### config.mk
export PLATFORM = sky130hd
export DESIGN_NAME = fft_depkt_top
export DESIGN_NICKNAME = d
export VERILOG_FILES = /design/src/fft_depkt_pkg.sv /design/src/fft_depkt_fifo.sv /design/src/fft_depkt_top.sv /design/src/fft_pkt_resizer.sv /design/src/fft_symbol_sizer.sv
export SDC_FILE = /design/constraint.sdc
export NUM_CORES = 1
export LEC_CHECK = 0
export BUFFER_PORTS_ARGS = -buffer_cell sky130_fd_sc_hd__buf_2
export CORE_MARGIN = 1.5
export CORE_UTILIZATION = 49
export DETAILED_ROUTE_END_ITERATION = 6
export PLACE_DENSITY = 0.78
export SYNTH_ARGS = -nofsm -noshare
export SYNTH_HDL_FRONTEND = slang
export SYNTH_SLANG_ARGS = --single-unit
### constraint.sdc
create_clock -name clk -period 5.9 [get_ports clk]
set_clock_uncertainty 0.1 [all_clocks]
set_input_delay 0.59 -clock clk [delete_from_list [all_inputs] [get_ports clk]]
set_output_delay 0.59 -clock clk [all_outputs]
set_load 0.005 [all_outputs]
### src/fft_depkt_pkg.sv
/*
 * FFT depacketizer package: size constants and the sideband structs for
 * bursts, symbols, queued symbol entries and outgoing packet metadata
 */

package fft_depkt_pkg;

  // ------------------------------------------------------------
  // Size constants
  // ------------------------------------------------------------

  // Largest packet is 2**11 items and largest FFT is 2**10 items
  localparam int MAX_PKT_SIZE_LOG2 = 11;
  localparam int MAX_FFT_SIZE_LOG2 = 10;

  // One extra bit so the maximum size itself fits
  localparam int PKT_SIZE_W = MAX_PKT_SIZE_LOG2 + 1;

  // A symbol may be an FFT plus a prefix of almost the same size
  localparam int FFT_SIZE_W = MAX_FFT_SIZE_LOG2 + 2;

  // Width of the log2 FFT size, enough to hold MAX_FFT_SIZE_LOG2
  localparam int FFT_SIZE_LOG2_W = $clog2(MAX_FFT_SIZE_LOG2 + 1);

  // Prefix is always shorter than the largest FFT
  localparam int CP_LEN_W = MAX_FFT_SIZE_LOG2;

  localparam int TIMESTAMP_W = 64;
  localparam int LENGTH_W    = 16;

  // ------------------------------------------------------------
  // Sideband structs
  // ------------------------------------------------------------

  // Burst setup from the packetizer side
  typedef struct packed {
    logic [PKT_SIZE_W-1:0]  pkt_size;   // Packet size in items
    logic [TIMESTAMP_W-1:0] timestamp;  // Time of the first item of the burst
    logic                   has_time;
  } burst_info_t;

  // Per-symbol flag from the packetizer
  typedef struct packed {
    logic last;  // Symbol closes the burst
  } symbol_info_t;

  // Entry queued between the symbol sizer and the packet resizer
  typedef struct packed {
    logic                  last;
    logic [FFT_SIZE_W-1:0] length;  // FFT size plus prefix, in items
  } symbol_entry_t;

  // Metadata for the packet currently on the output bus
  typedef struct packed {
    logic [LENGTH_W-1:0]    length;  // Payload length in bytes
    logic [TIMESTAMP_W-1:0] timestamp;
    logic                   has_time;
    logic                   eov;
    logic                   eob;
  } noc_meta_t;

endpackage

### src/fft_depkt_fifo.sv
/*
 * Synchronous FIFO with first-word-fall-through output and valid/ready
 * handshakes on both the write and the read side
 */

`timescale 1ns/100ps

module fft_depkt_fifo #(
  parameter int WIDTH      = 8,
  parameter int DEPTH_LOG2 = 5
) (
  input  logic             clk,
  input  logic             rst,
  // Write side
  input  logic [WIDTH-1:0] i_data,
  input  logic             i_valid,
  output logic             o_in_ready,
  // Read side, head of the queue is always visible
  output logic [WIDTH-1:0] o_data,
  output logic             o_valid,
  input  logic             i_ready
);

  localparam int DEPTH = 2**DEPTH_LOG2;

  logic [WIDTH-1:0]      mem [DEPTH];
  logic [DEPTH_LOG2-1:0] wr_ptr;
  logic [DEPTH_LOG2-1:0] rd_ptr;
  // Fill level, one bit wider than the pointers so full can be told from empty
  logic [DEPTH_LOG2:0]   count;
  logic                  wr_en;
  logic                  rd_en;

  // The top bit of count is only set when all DEPTH slots are taken
  assign o_in_ready = !count[DEPTH_LOG2];
  assign o_valid    = (count != '0);
  assign o_data     = mem[rd_ptr];

  assign wr_en = i_valid && o_in_ready;
  assign rd_en = o_valid && i_ready;

  // Storage array
  always_ff @(posedge clk) begin
    if (wr_en) begin
      mem[wr_ptr] <= i_data;
    end
  end

  // Pointers wrap naturally at the power-of-two depth
  always_ff @(posedge clk) begin
    if (rst) begin
      wr_ptr <= '0;
      rd_ptr <= '0;
      count  <= '0;
    end else begin
      if (wr_en) begin
        wr_ptr <= wr_ptr + 1'b1;
      end
      if (rd_en) begin
        rd_ptr <= rd_ptr + 1'b1;
      end
      // Simultaneous push and pop leave the level unchanged
      case ({wr_en, rd_en})
        2'b10:   count <= count + 1'b1;
        2'b01:   count <= count - 1'b1;
        default: count <= count;
      endcase
    end
  end

endmodule

### src/fft_depkt_top.sv
/*
 * FFT output depacketizer: registers the FFT size and joins the symbol
 * sizer to the packet resizer
 */

`timescale 1ns/100ps

module fft_depkt_top
  import fft_depkt_pkg::*;
#(
  parameter int ITEM_W               = 32,
  parameter int SYMB_FIFO_DEPTH_LOG2 = 5,
  parameter int CP_FIFO_DEPTH_LOG2   = 5
) (
  input  logic                       clk,
  input  logic                       rst,
  input  logic [FFT_SIZE_LOG2_W-1:0] i_fft_size_log2,
  input  burst_info_t                i_burst,
  input  logic                       i_burst_valid,
  output logic                       o_burst_ready,
  input  symbol_info_t               i_symbol,
  input  logic                       i_symbol_valid,
  output logic                       o_symbol_ready,
  // Prefix input has no valid in use, the prefix must be present with its symbol
  input  logic [CP_LEN_W-1:0]        i_cp_len,
  input  logic                       i_cp_valid,
  output logic                       o_cp_ready,
  output logic [CP_LEN_W-1:0]        o_cp_len,
  output logic                       o_cp_valid,
  input  logic                       i_cp_ready,
  // Packet boundaries come from the resizer, so i_fft_last is not needed
  input  logic [ITEM_W-1:0]          i_fft_data,
  input  logic                       i_fft_last,
  input  logic                       i_fft_valid,
  output logic                       o_fft_ready,
  output logic [ITEM_W-1:0]          o_noc_data,
  output logic                       o_noc_last,
  output logic                       o_noc_valid,
  input  logic                       i_noc_ready,
  output noc_meta_t                  o_noc_meta
);

  logic [FFT_SIZE_LOG2_W-1:0] fft_size_log2_r;
  logic [FFT_SIZE_W-1:0]      fft_size;
  symbol_entry_t              entry;
  logic                       entry_valid;
  logic                       entry_ready;

  // ------------------------------------------------------------
  // FFT size register
  // ------------------------------------------------------------

  // The size is static during a burst, so two register stages are harmless
  always_ff @(posedge clk) begin
    fft_size_log2_r <= i_fft_size_log2;
    fft_size        <= FFT_SIZE_W'(1) << fft_size_log2_r;
  end

  fft_symbol_sizer #(
    .CP_FIFO_DEPTH_LOG2   (CP_FIFO_DEPTH_LOG2),
    .SYMB_FIFO_DEPTH_LOG2 (SYMB_FIFO_DEPTH_LOG2)
  ) sizer_i (
    .clk            (clk),
    .rst            (rst),
    .i_fft_size     (fft_size),
    .i_symbol       (i_symbol),
    .i_symbol_valid (i_symbol_valid),
    .o_symbol_ready (o_symbol_ready),
    .i_cp_len       (i_cp_len),
    .o_cp_ready     (o_cp_ready),
    .o_cp_len       (o_cp_len),
    .o_cp_valid     (o_cp_valid),
    .i_cp_ready     (i_cp_ready),
    .o_entry        (entry),
    .o_entry_valid  (entry_valid),
    .i_entry_ready  (entry_ready)
  );

  fft_pkt_resizer #(
    .ITEM_W (ITEM_W)
  ) resizer_i (
    .clk           (clk),
    .rst           (rst),
    .i_fft_size    (fft_size),
    .i_burst       (i_burst),
    .i_burst_valid (i_burst_valid),
    .o_burst_ready (o_burst_ready),
    .i_entry       (entry),
    .i_entry_valid (entry_valid),
    .o_entry_ready (entry_ready),
    .i_fft_data    (i_fft_data),
    .i_fft_valid   (i_fft_valid),
    .o_fft_ready   (o_fft_ready),
    .o_noc_data    (o_noc_data),
    .o_noc_last    (o_noc_last),
    .o_noc_valid   (o_noc_valid),
    .i_noc_ready   (i_noc_ready),
    .o_noc_meta    (o_noc_meta)
  );

endmodule

### src/fft_pkt_resizer.sv
/*
 * Packet resizer: cuts the symbol-sized FFT output into packets of the
 * burst's packet size and drives length, timestamp, EOV and EOB per packet
 */

`timescale 1ns/100ps

module fft_pkt_resizer
  import fft_depkt_pkg::*;
#(
  parameter int ITEM_W = 32
) (
  input  logic                  clk,
  input  logic                  rst,
  input  logic [FFT_SIZE_W-1:0] i_fft_size,
  // Burst setup
  input  burst_info_t           i_burst,
  input  logic                  i_burst_valid,
  output logic                  o_burst_ready,
  // Queued symbol entries from the sizer
  input  symbol_entry_t         i_entry,
  input  logic                  i_entry_valid,
  output logic                  o_entry_ready,
  // FFT core output
  input  logic [ITEM_W-1:0]     i_fft_data,
  input  logic                  i_fft_valid,
  output logic                  o_fft_ready,
  // Packet output
  output logic [ITEM_W-1:0]     o_noc_data,
  output logic                  o_noc_last,
  output logic                  o_noc_valid,
  input  logic                  i_noc_ready,
  output noc_meta_t             o_noc_meta
);

  localparam int BYTES_PER_ITEM = ITEM_W / 8;

  // Worst case backlog is just under one packet plus one maximum symbol
  localparam int ITEMS_W = $clog2(2**MAX_PKT_SIZE_LOG2 + 2**(MAX_FFT_SIZE_LOG2 + 1));

  typedef enum logic [2:0] {
    ST_WAIT_BURST,
    ST_CALC_ITEMS,
    ST_CALC_PACKET,
    ST_CALC_VECTOR,
    ST_CALC_EOV,
    ST_PASS_PACKET
  } state_t;

  state_t state;

  // Settings of the current burst
  logic [PKT_SIZE_W-1:0]        pkt_size;
  logic [TIMESTAMP_W-1:0]       timestamp;
  logic                         has_time;
  logic                         last_symbol;

  // Items announced by queued symbols but not yet sent
  logic [ITEMS_W-1:0]           items_to_send;
  // Position within the FFT vector, wraps at the largest FFT size
  logic [MAX_FFT_SIZE_LOG2-1:0] vect_count;
  logic [MAX_FFT_SIZE_LOG2-1:0] fft_mask;

  // Current packet
  logic [PKT_SIZE_W-1:0]        pkt_len;
  logic [PKT_SIZE_W-1:0]        pkt_count;
  logic                         pkt_last;
  noc_meta_t                    pkt_meta;
  logic                         beat;

  // FFT sizes are powers of two, so EOV is a check of the low bits
  assign fft_mask = MAX_FFT_SIZE_LOG2'(i_fft_size - 1'b1);

  assign beat = o_noc_valid && i_noc_ready;

  // ------------------------------------------------------------
  // Packet resize FSM
  // ------------------------------------------------------------

  always_ff @(posedge clk) begin
    o_burst_ready <= 1'b0;
    o_entry_ready <= 1'b0;

    case (state)
      ST_WAIT_BURST: begin
        items_to_send <= '0;
        vect_count    <= '0;
        o_burst_ready <= 1'b1;
        if (i_burst_valid && o_burst_ready) begin
          o_burst_ready <= 1'b0;
          pkt_size      <= i_burst.pkt_size;
          timestamp     <= i_burst.timestamp;
          has_time      <= i_burst.has_time;
          o_entry_ready <= 1'b1;
          state         <= ST_CALC_ITEMS;
        end
      end

      ST_CALC_ITEMS: begin
        // Pull the next symbol length and add it to the backlog
        o_entry_ready <= 1'b1;
        if (i_entry_valid && o_entry_ready) begin
          o_entry_ready <= 1'b0;
          items_to_send <= items_to_send + ITEMS_W'(i_entry.length);
          last_symbol   <= i_entry.last;
          state         <= ST_CALC_PACKET;
        end
      end

      ST_CALC_PACKET: begin
        // Two ahead: one for the registered last flag, one for the first beat
        pkt_count         <= PKT_SIZE_W'(2);
        pkt_meta.timestamp <= timestamp;
        pkt_meta.has_time  <= has_time;
        if (items_to_send > ITEMS_W'(pkt_size) ||
            (!last_symbol && items_to_send == ITEMS_W'(pkt_size))) begin
          // A full packet, and more of the burst still follows it
          pkt_len      <= pkt_size;
          pkt_meta.eob <= 1'b0;
          state        <= ST_CALC_VECTOR;
        end else if (last_symbol) begin
          // Whatever is left closes the burst
          pkt_len      <= PKT_SIZE_W'(items_to_send);
          pkt_meta.eob <= 1'b1;
          state        <= ST_CALC_VECTOR;
        end else begin
          // Not enough for a packet yet
          o_entry_ready <= 1'b1;
          state         <= ST_CALC_ITEMS;
        end
      end

      ST_CALC_VECTOR: begin
        // Vector position at the end of this packet
        vect_count      <= vect_count + MAX_FFT_SIZE_LOG2'(pkt_len);
        pkt_meta.length <= LENGTH_W'(pkt_len * BYTES_PER_ITEM);
        state           <= ST_CALC_EOV;
      end

      ST_CALC_EOV: begin
        pkt_meta.eov <= ((vect_count & fft_mask) == '0);
        // A one-item packet is last on its first beat
        pkt_last     <= (pkt_len <= PKT_SIZE_W'(1));
        state        <= ST_PASS_PACKET;
      end

      ST_PASS_PACKET: begin
        if (beat) begin
          // Time runs as if the items were contiguous
          timestamp     <= timestamp + 1'b1;
          items_to_send <= items_to_send - 1'b1;
          pkt_count     <= pkt_count + 1'b1;
          pkt_last      <= (pkt_count >= pkt_len);
          if (pkt_last) begin
            state <= pkt_meta.eob ? ST_WAIT_BURST : ST_CALC_PACKET;
          end
        end
      end

      default: state <= ST_WAIT_BURST;
    endcase

    if (rst) begin
      state         <= ST_WAIT_BURST;
      o_burst_ready <= 1'b0;
      o_entry_ready <= 1'b0;
    end
  end

  // ------------------------------------------------------------
  // Data pass-through
  // ------------------------------------------------------------

  // Data only moves while a packet is open, so back-pressure goes straight
  // through to the FFT core
  assign o_noc_data  = i_fft_data;
  assign o_noc_last  = pkt_last;
  assign o_noc_meta  = pkt_meta;
  assign o_noc_valid = (state == ST_PASS_PACKET) ? i_fft_valid : 1'b0;
  assign o_fft_ready = (state == ST_PASS_PACKET) ? i_noc_ready : 1'b0;

endmodule

### src/fft_symbol_sizer.sv
/*
 * Symbol sizer: captures each symbol's last flag and prefix, queues the
 * symbol length for the resizer and the prefix for downstream insertion
 */

`timescale 1ns/100ps

module fft_symbol_sizer
  import fft_depkt_pkg::*;
#(
  parameter int CP_FIFO_DEPTH_LOG2   = 5,
  parameter int SYMB_FIFO_DEPTH_LOG2 = 5
) (
  input  logic                  clk,
  input  logic                  rst,
  input  logic [FFT_SIZE_W-1:0] i_fft_size,
  // Symbol flags from the packetizer
  input  symbol_info_t          i_symbol,
  input  logic                  i_symbol_valid,
  output logic                  o_symbol_ready,
  // Prefix of the symbol being offered
  input  logic [CP_LEN_W-1:0]   i_cp_len,
  output logic                  o_cp_ready,
  // Prefix copy for the insertion logic
  output logic [CP_LEN_W-1:0]   o_cp_len,
  output logic                  o_cp_valid,
  input  logic                  i_cp_ready,
  // Queued symbol entries for the resizer
  output symbol_entry_t         o_entry,
  output logic                  o_entry_valid,
  input  logic                  i_entry_ready
);

  typedef enum logic [1:0] {
    ST_WAIT,
    ST_CALC,
    ST_PASS
  } state_t;

  state_t                state;
  logic                  last_symbol;
  logic [CP_LEN_W-1:0]   cp_len;
  logic [FFT_SIZE_W-1:0] symbol_size;
  // High for the one cycle after a symbol is taken
  logic                  prefix_stb;
  logic                  entry_push;
  symbol_entry_t         entry_in;
  logic                  symb_fifo_ready;
  logic                  cp_fifo_ready;

  // ------------------------------------------------------------
  // Symbol size FSM
  // ------------------------------------------------------------

  always_ff @(posedge clk) begin
    // Strobes fall back low unless a state holds them up
    o_symbol_ready <= 1'b0;
    prefix_stb     <= 1'b0;
    entry_push     <= 1'b0;

    case (state)
      ST_WAIT: begin
        // Only take a symbol while both queues can hold one more entry
        o_symbol_ready <= symb_fifo_ready && cp_fifo_ready;
        // The prefix is required to be present with the symbol, so it is
        // sampled together with the flag and needs no valid of its own
        last_symbol <= i_symbol.last;
        cp_len      <= i_cp_len;
        if (i_symbol_valid && o_symbol_ready) begin
          o_symbol_ready <= 1'b0;
          prefix_stb     <= 1'b1;
          state          <= ST_CALC;
        end
      end

      ST_CALC: begin
        // Total items the FFT core emits for this symbol
        symbol_size <= i_fft_size + FFT_SIZE_W'(cp_len);
        entry_push  <= 1'b1;
        state       <= ST_PASS;
      end

      ST_PASS: begin
        // Hold the entry until the symbol FIFO accepts it
        entry_push <= 1'b1;
        if (symb_fifo_ready) begin
          entry_push <= 1'b0;
          state      <= ST_WAIT;
        end
      end

      default: state <= ST_WAIT;
    endcase

    if (rst) begin
      state          <= ST_WAIT;
      o_symbol_ready <= 1'b0;
      prefix_stb     <= 1'b0;
      entry_push     <= 1'b0;
    end
  end

  // Consuming the input prefix and queuing its copy happen together
  assign o_cp_ready = prefix_stb;

  assign entry_in = '{last: last_symbol, length: symbol_size};

  // ------------------------------------------------------------
  // Symbol information and prefix length queues
  // ------------------------------------------------------------

  fft_depkt_fifo #(
    .WIDTH      ($bits(symbol_entry_t)),
    .DEPTH_LOG2 (SYMB_FIFO_DEPTH_LOG2)
  ) symb_fifo_i (
    .clk        (clk),
    .rst        (rst),
    .i_data     (entry_in),
    .i_valid    (entry_push),
    .o_in_ready (symb_fifo_ready),
    .o_data     (o_entry),
    .o_valid    (o_entry_valid),
    .i_ready    (i_entry_ready)
  );

  fft_depkt_fifo #(
    .WIDTH      (CP_LEN_W),
    .DEPTH_LOG2 (CP_FIFO_DEPTH_LOG2)
  ) cp_fifo_i (
    .clk        (clk),
    .rst        (rst),
    .i_data     (cp_len),
    .i_valid    (prefix_stb),
    .o_in_ready (cp_fifo_ready),
    .o_data     (o_cp_len),
    .o_valid    (o_cp_valid),
    .i_ready    (i_cp_ready)
  );

endmodule
==> out/metrics.cfg, run 1 <==
[run_status]
status = completed

[placed_design]
gp_congestion = 0.879
io_buffers = 194
post-place-cells = 3859
hpwl_um = 62500

[clock_network]
cts_root_buffer = clkbuf_16
clkLatencyLatePin_ns = 0.68
cts.sinks = 1031
cts_tree = built
cts_max_level = 3
clockBufferDepth = 3
cts.clk_slew.worst_paths_ns = 0.07
post_cts_buffers = 0
cts_buffers = 101

[layout]
final_cell_mix = edfxtp_1, buf_2, nor2_1
nFillCells = 6451
multi_input_area_mm2 = 0.0117
layout_commonest_cell = edfxtp_1
syn_to_final_growth_pct = 13.2
nets = 3046
post_route_cells_drive_above_1_share_pct = 21.1
final_cells = 4072
seq_area_mm2 = 0.0303

[yosys]
yosysSeqAreaShare_pct = 70.5
yosys-top-cells-area = edfxtp_1, mux4_2, dfxtp_1, ha_1, mux2i_1
ys.flop_type = edfxtp_1
postSynth.asyncResetShare_pct = 0
ys_types = 72
synth_edf_count = 963
synth_top_area_cell = edfxtp_1
syn_area_mm2 = 0.0429
syn_avg_cell_area_um2 = 16.5
synth.yosys.warnings = 0
netlist.area_leader.share_pct = 67.3
postSynthCellCount = 2602
synth_seq_cells = 1031

[setup_path]
crit_type = flop to flop
end_kind = flop
crit_fanout = 42
crit_required_ns = 6.16
max_stage_delay_ns = 0.84
crit_path_start_kind = flop
critical_path_depth = 19
cp_num_buf_inv = 2
critPathSlowestCell = dfxtp_4
path_cells = buf_4 -> mux4_2 -> mux2i_1 -> a22oi_1 -> o21ai_0 -> buf_4 -> and2_1 -> nor2_1 -> nand2_1 -> ha_1 -> nor2b_1 -> o21ai_0 -> a21boi_0 -> o21ai_0 -> a21boi_0 -> o21ai_0 -> a21oi_1 -> nor3_1 -> nor3b_1
cpMostUsedCell = o21ai_0
ff2ff_path_depth = 19
worstPathArrival_ns = 5.58
cp_top_family = compound AO/OA/AOI/OAI gates

[floorplanning]
start_util_pct = 49.5
io_pins = 265
die-area_mm2 = 0.0894
core_area_mm2 = 0.0868
dieWidth_um = 299
die_h_um = 299
rows = 108

[global_route]
grt_pass1_wl_um = 148000
grt_pass1_vias = 24320
track_usage_pct = 21.9
grt_remaining_overflow = 0
grt_max_degree = 127
antenna_found_initial = 7

[hold_path]
worstHoldPathType = input pin to flop
min_path_cells = 1

[sta]
fin_tns_setup_ns = 0
max_slew_margin_pct = 13.0
hold_viol = 0
finalCriticalPeriod_ns = 5.32
fmax_mhz = 188
setup_viol = 0
whs_ns = 0.0468
worstMarginPinSlew_ns = 1.30
post-route-period-util_pct = 90.2
grt_setup_unrepaired = false
drv_slew = 0

[route]
vias = 23929
drcViolationCount = 0
wl_per_cell_um = 24.2
final_antenna_net_count = 0
drt-initial-drc-count = 2592
routed_wl_um = 98500
avgViaCountPerCell = 5.88
firstDrtPassIters = 6

[power_and_ir_drop]
peakVddDrop_uv = 253
total_power_mw = 18.0
power.leakage_nw = 16.3
powerDensity_mw_per_mm2 = 371

[run]
maxCapViolations = 0

-- power by group --
part / total [mW] / internal (mW) / switching [mW]
sequential: 9.39 / 8.84 / 0.549
clock: 6.47 / 3.65 / 2.82
combinational: 2.16 / 0.908 / 1.25
-- layout make-up --
cell class              count  area share (%)
flip-flops and latches   1031            62.3
clock inverters            64            1.40
inverters                  84           0.649
clock buffers             127            5.50
repair buffers            255            3.05
diodes                      5          0.0257
well taps                1155            2.97
multi-input cells        1351            24.1
-- metrics by stage --
| step | utilization, % | cell area [um^2] | setup WS (ns) |
|---|---|---|---|
| after floorplan | - | 43000 | 1.41 |
| after global placement | 51.9 | 45100 | 0.918 |
| after detailed placement | 51.9 | 45100 | 0.780 |
| after CTS | 56.0 | 48600 | 0.564 |
| after global routing | 56.0 | 48600 | 0.251 |
| final | 56.0 | 48600 | 0.576 |
-- cells in the mapped netlist (15+ instances only) --
master,instances
o21ai_0,103
clkbuf_1,59
xnor2_1,60
nand2_1,170
xor2_1,65
a22oi_1,27
nor2b_1,19
ha_1,84
dfxtp_1,68
buf_2,24
mux2i_1,85
nor2_1,207
nand3_1,64
a21o_1,20
mux2_2,15
nor3_1,27
mux4_2,162
nand4_1,31
and3_1,19
edfxtp_1,963
inv_1,82
a21oi_1,51
buf_4,37
-- registers in the layout (all words and copies together) (netlist names), 2 cells and up, named ones only --
| name | flops |
|---|---|
| sizer_i.cp_fifo_i.count | 6 |
| fft_size_log2_r | 4 |
| resizer_i.state | 3 |
| resizer_i.o_noc_meta | 79 |
| sizer_i.symb_fifo_i.rd_ptr | 5 |
| resizer_i.vect_count | 10 |
| sizer_i.symb_fifo_i.count | 6 |
| resizer_i.pkt_size | 12 |
| sizer_i.cp_len | 10 |
| resizer_i.pkt_count | 12 |
| resizer_i.timestamp | 64 |
| resizer_i.pkt_len | 12 |
| sizer_i.cp_fifo_i.mem | 320 |
| sizer_i.symb_fifo_i.wr_ptr | 5 |
| sizer_i.state | 2 |
| fft_size | 12 |
| sizer_i.cp_fifo_i.rd_ptr | 5 |
| sizer_i.symbol_size | 12 |
| sizer_i.symb_fifo_i.mem | 416 |
| resizer_i.items_to_send | 12 |
| sizer_i.cp_fifo_i.wr_ptr | 5 |
-- per-layer routing --
layer	global-route usage (%)	part of all wire [%]	vias to the layer above
met4	7.58	3.1	2
met1	28.6	39	12152
met5	0	0.0071	-
met2	36.9	50	1143
met3	4.25	8.1	198
li1	-	-	10434
-- logic make-up (layout without fill, tap and decap cells) --
group | count (synthesis) | after routing | share of synthesized area, %
AO/OA/AOI/OAI | 246 | 246 | 3.48
XOR/XNOR | 125 | 125 | 2.55
adder cells (fa/ha/maj) | 89 | 89 | 2.68
buffers and inverters | 223 | 530 | 2.46
flip-flops | 1031 | 1031 | 70.5
multiplexers | 275 | 275 | 11.7
other | 1 | 9 | 0.00873
AND/OR/NAND/NOR | 612 | 612 | 6.67
-- worst paths after layout --
| path | startpoint | to | slack, ns |
|---|---|---|---|
| max | flop | resizer_i.items_to_send[10] | 0.58 |
| min reg2reg | resizer_i.has_time | resizer_i.o_noc_meta[2] | 0.35 |
| min | i_cp_len[9] | sizer_i.cp_len[9] | 0.05 |
| max reg2reg | flop | resizer_i.items_to_send[10] | 0.58 |
-- timing repair --
action	4_1_cts	5_1_grt
hold buffers	17	0
resized for setup	0	0
hold endpoints to repair	17	0
No activity file was read; power rests on OpenSTA's default activity.
==> run 2: changes to the inputs <==
--- a/config.mk
+++ b/config.mk
@@ -9,7 +9,7 @@
 export CORE_MARGIN = 1.5
 export CORE_UTILIZATION = 49
 export DETAILED_ROUTE_END_ITERATION = 6
-export PLACE_DENSITY = 0.78
+export PLACE_DENSITY = 0.67
 export SYNTH_ARGS = -nofsm -noshare
 export SYNTH_HDL_FRONTEND = slang
 export SYNTH_SLANG_ARGS = --single-unit
==> constraint.sdc (replaced) <==
create_clock -name clk -period 6 [get_ports clk]
set_clock_uncertainty 0.1 [all_clocks]
set_input_delay 0.6 -clock clk [delete_from_list [all_inputs] [get_ports clk]]
set_output_delay 0.6 -clock clk [all_outputs]
set_load 0.005 [all_outputs]
==> out/metrics.cfg, run 2 (synthesis results as in run 1) <==
[run_status]
status = completed

[floorplanning]
die-area_mm2 = 0.0894
rows = 108
io_pins = 265
die_h_um = 299
dieWidth_um = 299
start_util_pct = 49.5
core_area_mm2 = 0.0868

[global_route]
antenna_found_initial = 6
grt_pass1_wl_um = 147000
grt_pass1_vias = 23830
track_usage_pct = 21.8
grt_remaining_overflow = 0
grt_max_degree = 78

[clock_network]
ctsResizeCount = 0
cts_max_level = 3
clkLatencyLatePin_ns = 0.69
cts_buffers = 105
cts.sinks = 1031
cts.clk_slew.worst_paths_ns = 0.07
clockBufferDepth = 3
cts_tree = built
cts_root_buffer = clkbuf_16

[sta]
max_slew_margin_pct = 14.7
hold_viol = 0
worstMarginPinSlew_ns = 1.28
grt_setup_unrepaired = false
finalCriticalPeriod_ns = 5.07
drv_slew = 0
fin_tns_setup_ns = 0
setup_viol = 0
post-route-period-util_pct = 84.5
setup_slack_ns = 0.931
fmax_mhz = 197
whs_ns = 0.0902

[layout]
final_cell_mix = edfxtp_1, buf_2, nor2_1
nFillCells = 6695
regMostFlops = sizer_i.symb_fifo_i.mem
largest_reg_flops = 416
layout_commonest_cell = edfxtp_1
syn_to_final_growth_pct = 13.6
nets = 3049
post_route_cells_drive_above_1_share_pct = 20.9

[power_and_ir_drop]
powerDensity_mw_per_mm2 = 366
peakVddDrop_uv = 311
power.leakage_nw = 16.3

[route]
wl_per_cell_um = 23.8
final_antenna_net_count = 0
drcViolationCount = 0
drt-initial-drc-count = 1964
avgViaCountPerCell = 5.75
firstDrtPassIters = 5
routed_wl_um = 97000
vias = 23436

[run]
maxCapViolations = 0

[setup_path]
cpMostUsedCell = o21ai_0
crit_required_ns = 6.32
ff2ff_path_depth = 18
critPathSlowestCell = dfxtp_4
worstPathArrival_ns = 5.39
path_cells = buf_4 -> mux4_1 -> mux2i_1 -> o22a_1 -> and3_1 -> ha_1 -> and2_1 -> nor2b_1 -> xnor2_1 -> nand2_1 -> ha_1 -> a21boi_0 -> o21ai_0 -> a21boi_0 -> o21ai_0 -> a21oi_1 -> o21ai_0 -> nor3b_1
max_stage_delay_ns = 0.75
cp_num_buf_inv = 1
end_kind = flop
crit_type = flop to flop
cp_top_family = compound AO/OA/AOI/OAI gates
rrSetupSlack_ns = 0.93
crit_fanout = 34
critical_path_depth = 18
crit_path_start_kind = flop

[hold_path]
worstHoldPathType = input pin to flop
min_path_cells = 3

[placed_design]
io_buffers = 194
gp_congestion = 0.875
hpwl_um = 62300
place_ws_ns = 0.932

-- run 2: worst reg2reg max path: stages (launching register included) --
cell	delay [ns]
dfxtp_4	0.75
buf_4	0.39
mux4_1	0.31
mux2i_1	0.33
o22a_1	0.22
and3_1	0.28
ha_1	0.19
and2_1	0.21
nor2b_1	0.18
xnor2_1	0.14
nand2_1	0.08
ha_1	0.35
a21boi_0	0.23
o21ai_0	0.13
a21boi_0	0.29
o21ai_0	0.16
a21oi_1	0.21
o21ai_0	0.12
nor3b_1	0.14
-- run 2: report_power, final --
part | switching, mW | internal (mW)
logic | 1.23 | 0.891
clock network | 2.77 | 3.81
registers | 0.486 | 8.70
total | 4.49 | 13.4
-- run 2: through the flow --
step | cells | utilization (%) | cell area [um^2] | power (mW)
2_1_floorplan | 2605 | - | 43000 | 10.6
3_3_place_gp | 3848 | 51.9 | 45000 | 11.3
3_5_place_dp | 3848 | 51.9 | 45000 | 11.5
4_1_cts | 4072 | 56.2 | 48800 | 18.0
5_1_grt | 4077 | 56.3 | 48800 | 18.5
6_report | 4077 | 56.3 | 48800 | 17.9
-- run 2: layer usage --
| metal | GRT usage [%] | part of all wire (%) |
|---|---|---|
| met4 | 6.75 | 2.7 |
| met1 | 30.0 | 42 |
| met5 | 0 | 0 |
| met3 | 3.67 | 6.2 |
| met2 | 36.0 | 49 |
-- run 2: final timing paths --
check                startpoint                           to
min reg2reg  resizer_i.has_time      resizer_i.o_noc_meta[2]
max                        flop  resizer_i.items_to_send[10]
min                 i_burst[38]      resizer_i.timestamp[37]
max reg2reg                flop  resizer_i.items_to_send[10]
-- run 2: layout make-up --
| class | count | area [um^2] | share of cell area (%) |
|---|---|---|---|
| Antenna cell | 5 | 12.5 | 0.0256 |
| Clock inverter | 65 | 713 | 1.46 |
| Timing Repair Buffer | 254 | 1530 | 3.13 |
| Clock buffer | 132 | 2770 | 5.68 |
| Tap cell | 1155 | 1450 | 2.96 |
| Multi-Input combinational cell | 1351 | 11700 | 24.0 |
| Sequential cell | 1031 | 30300 | 62.1 |
| Inverter | 84 | 315 | 0.646 |
-- run 2: what timing repair did --
item	in CTS	in global routing
buffers inserted	0	0
hold buffers	27	0
endpoints found under the hold margin	27	0
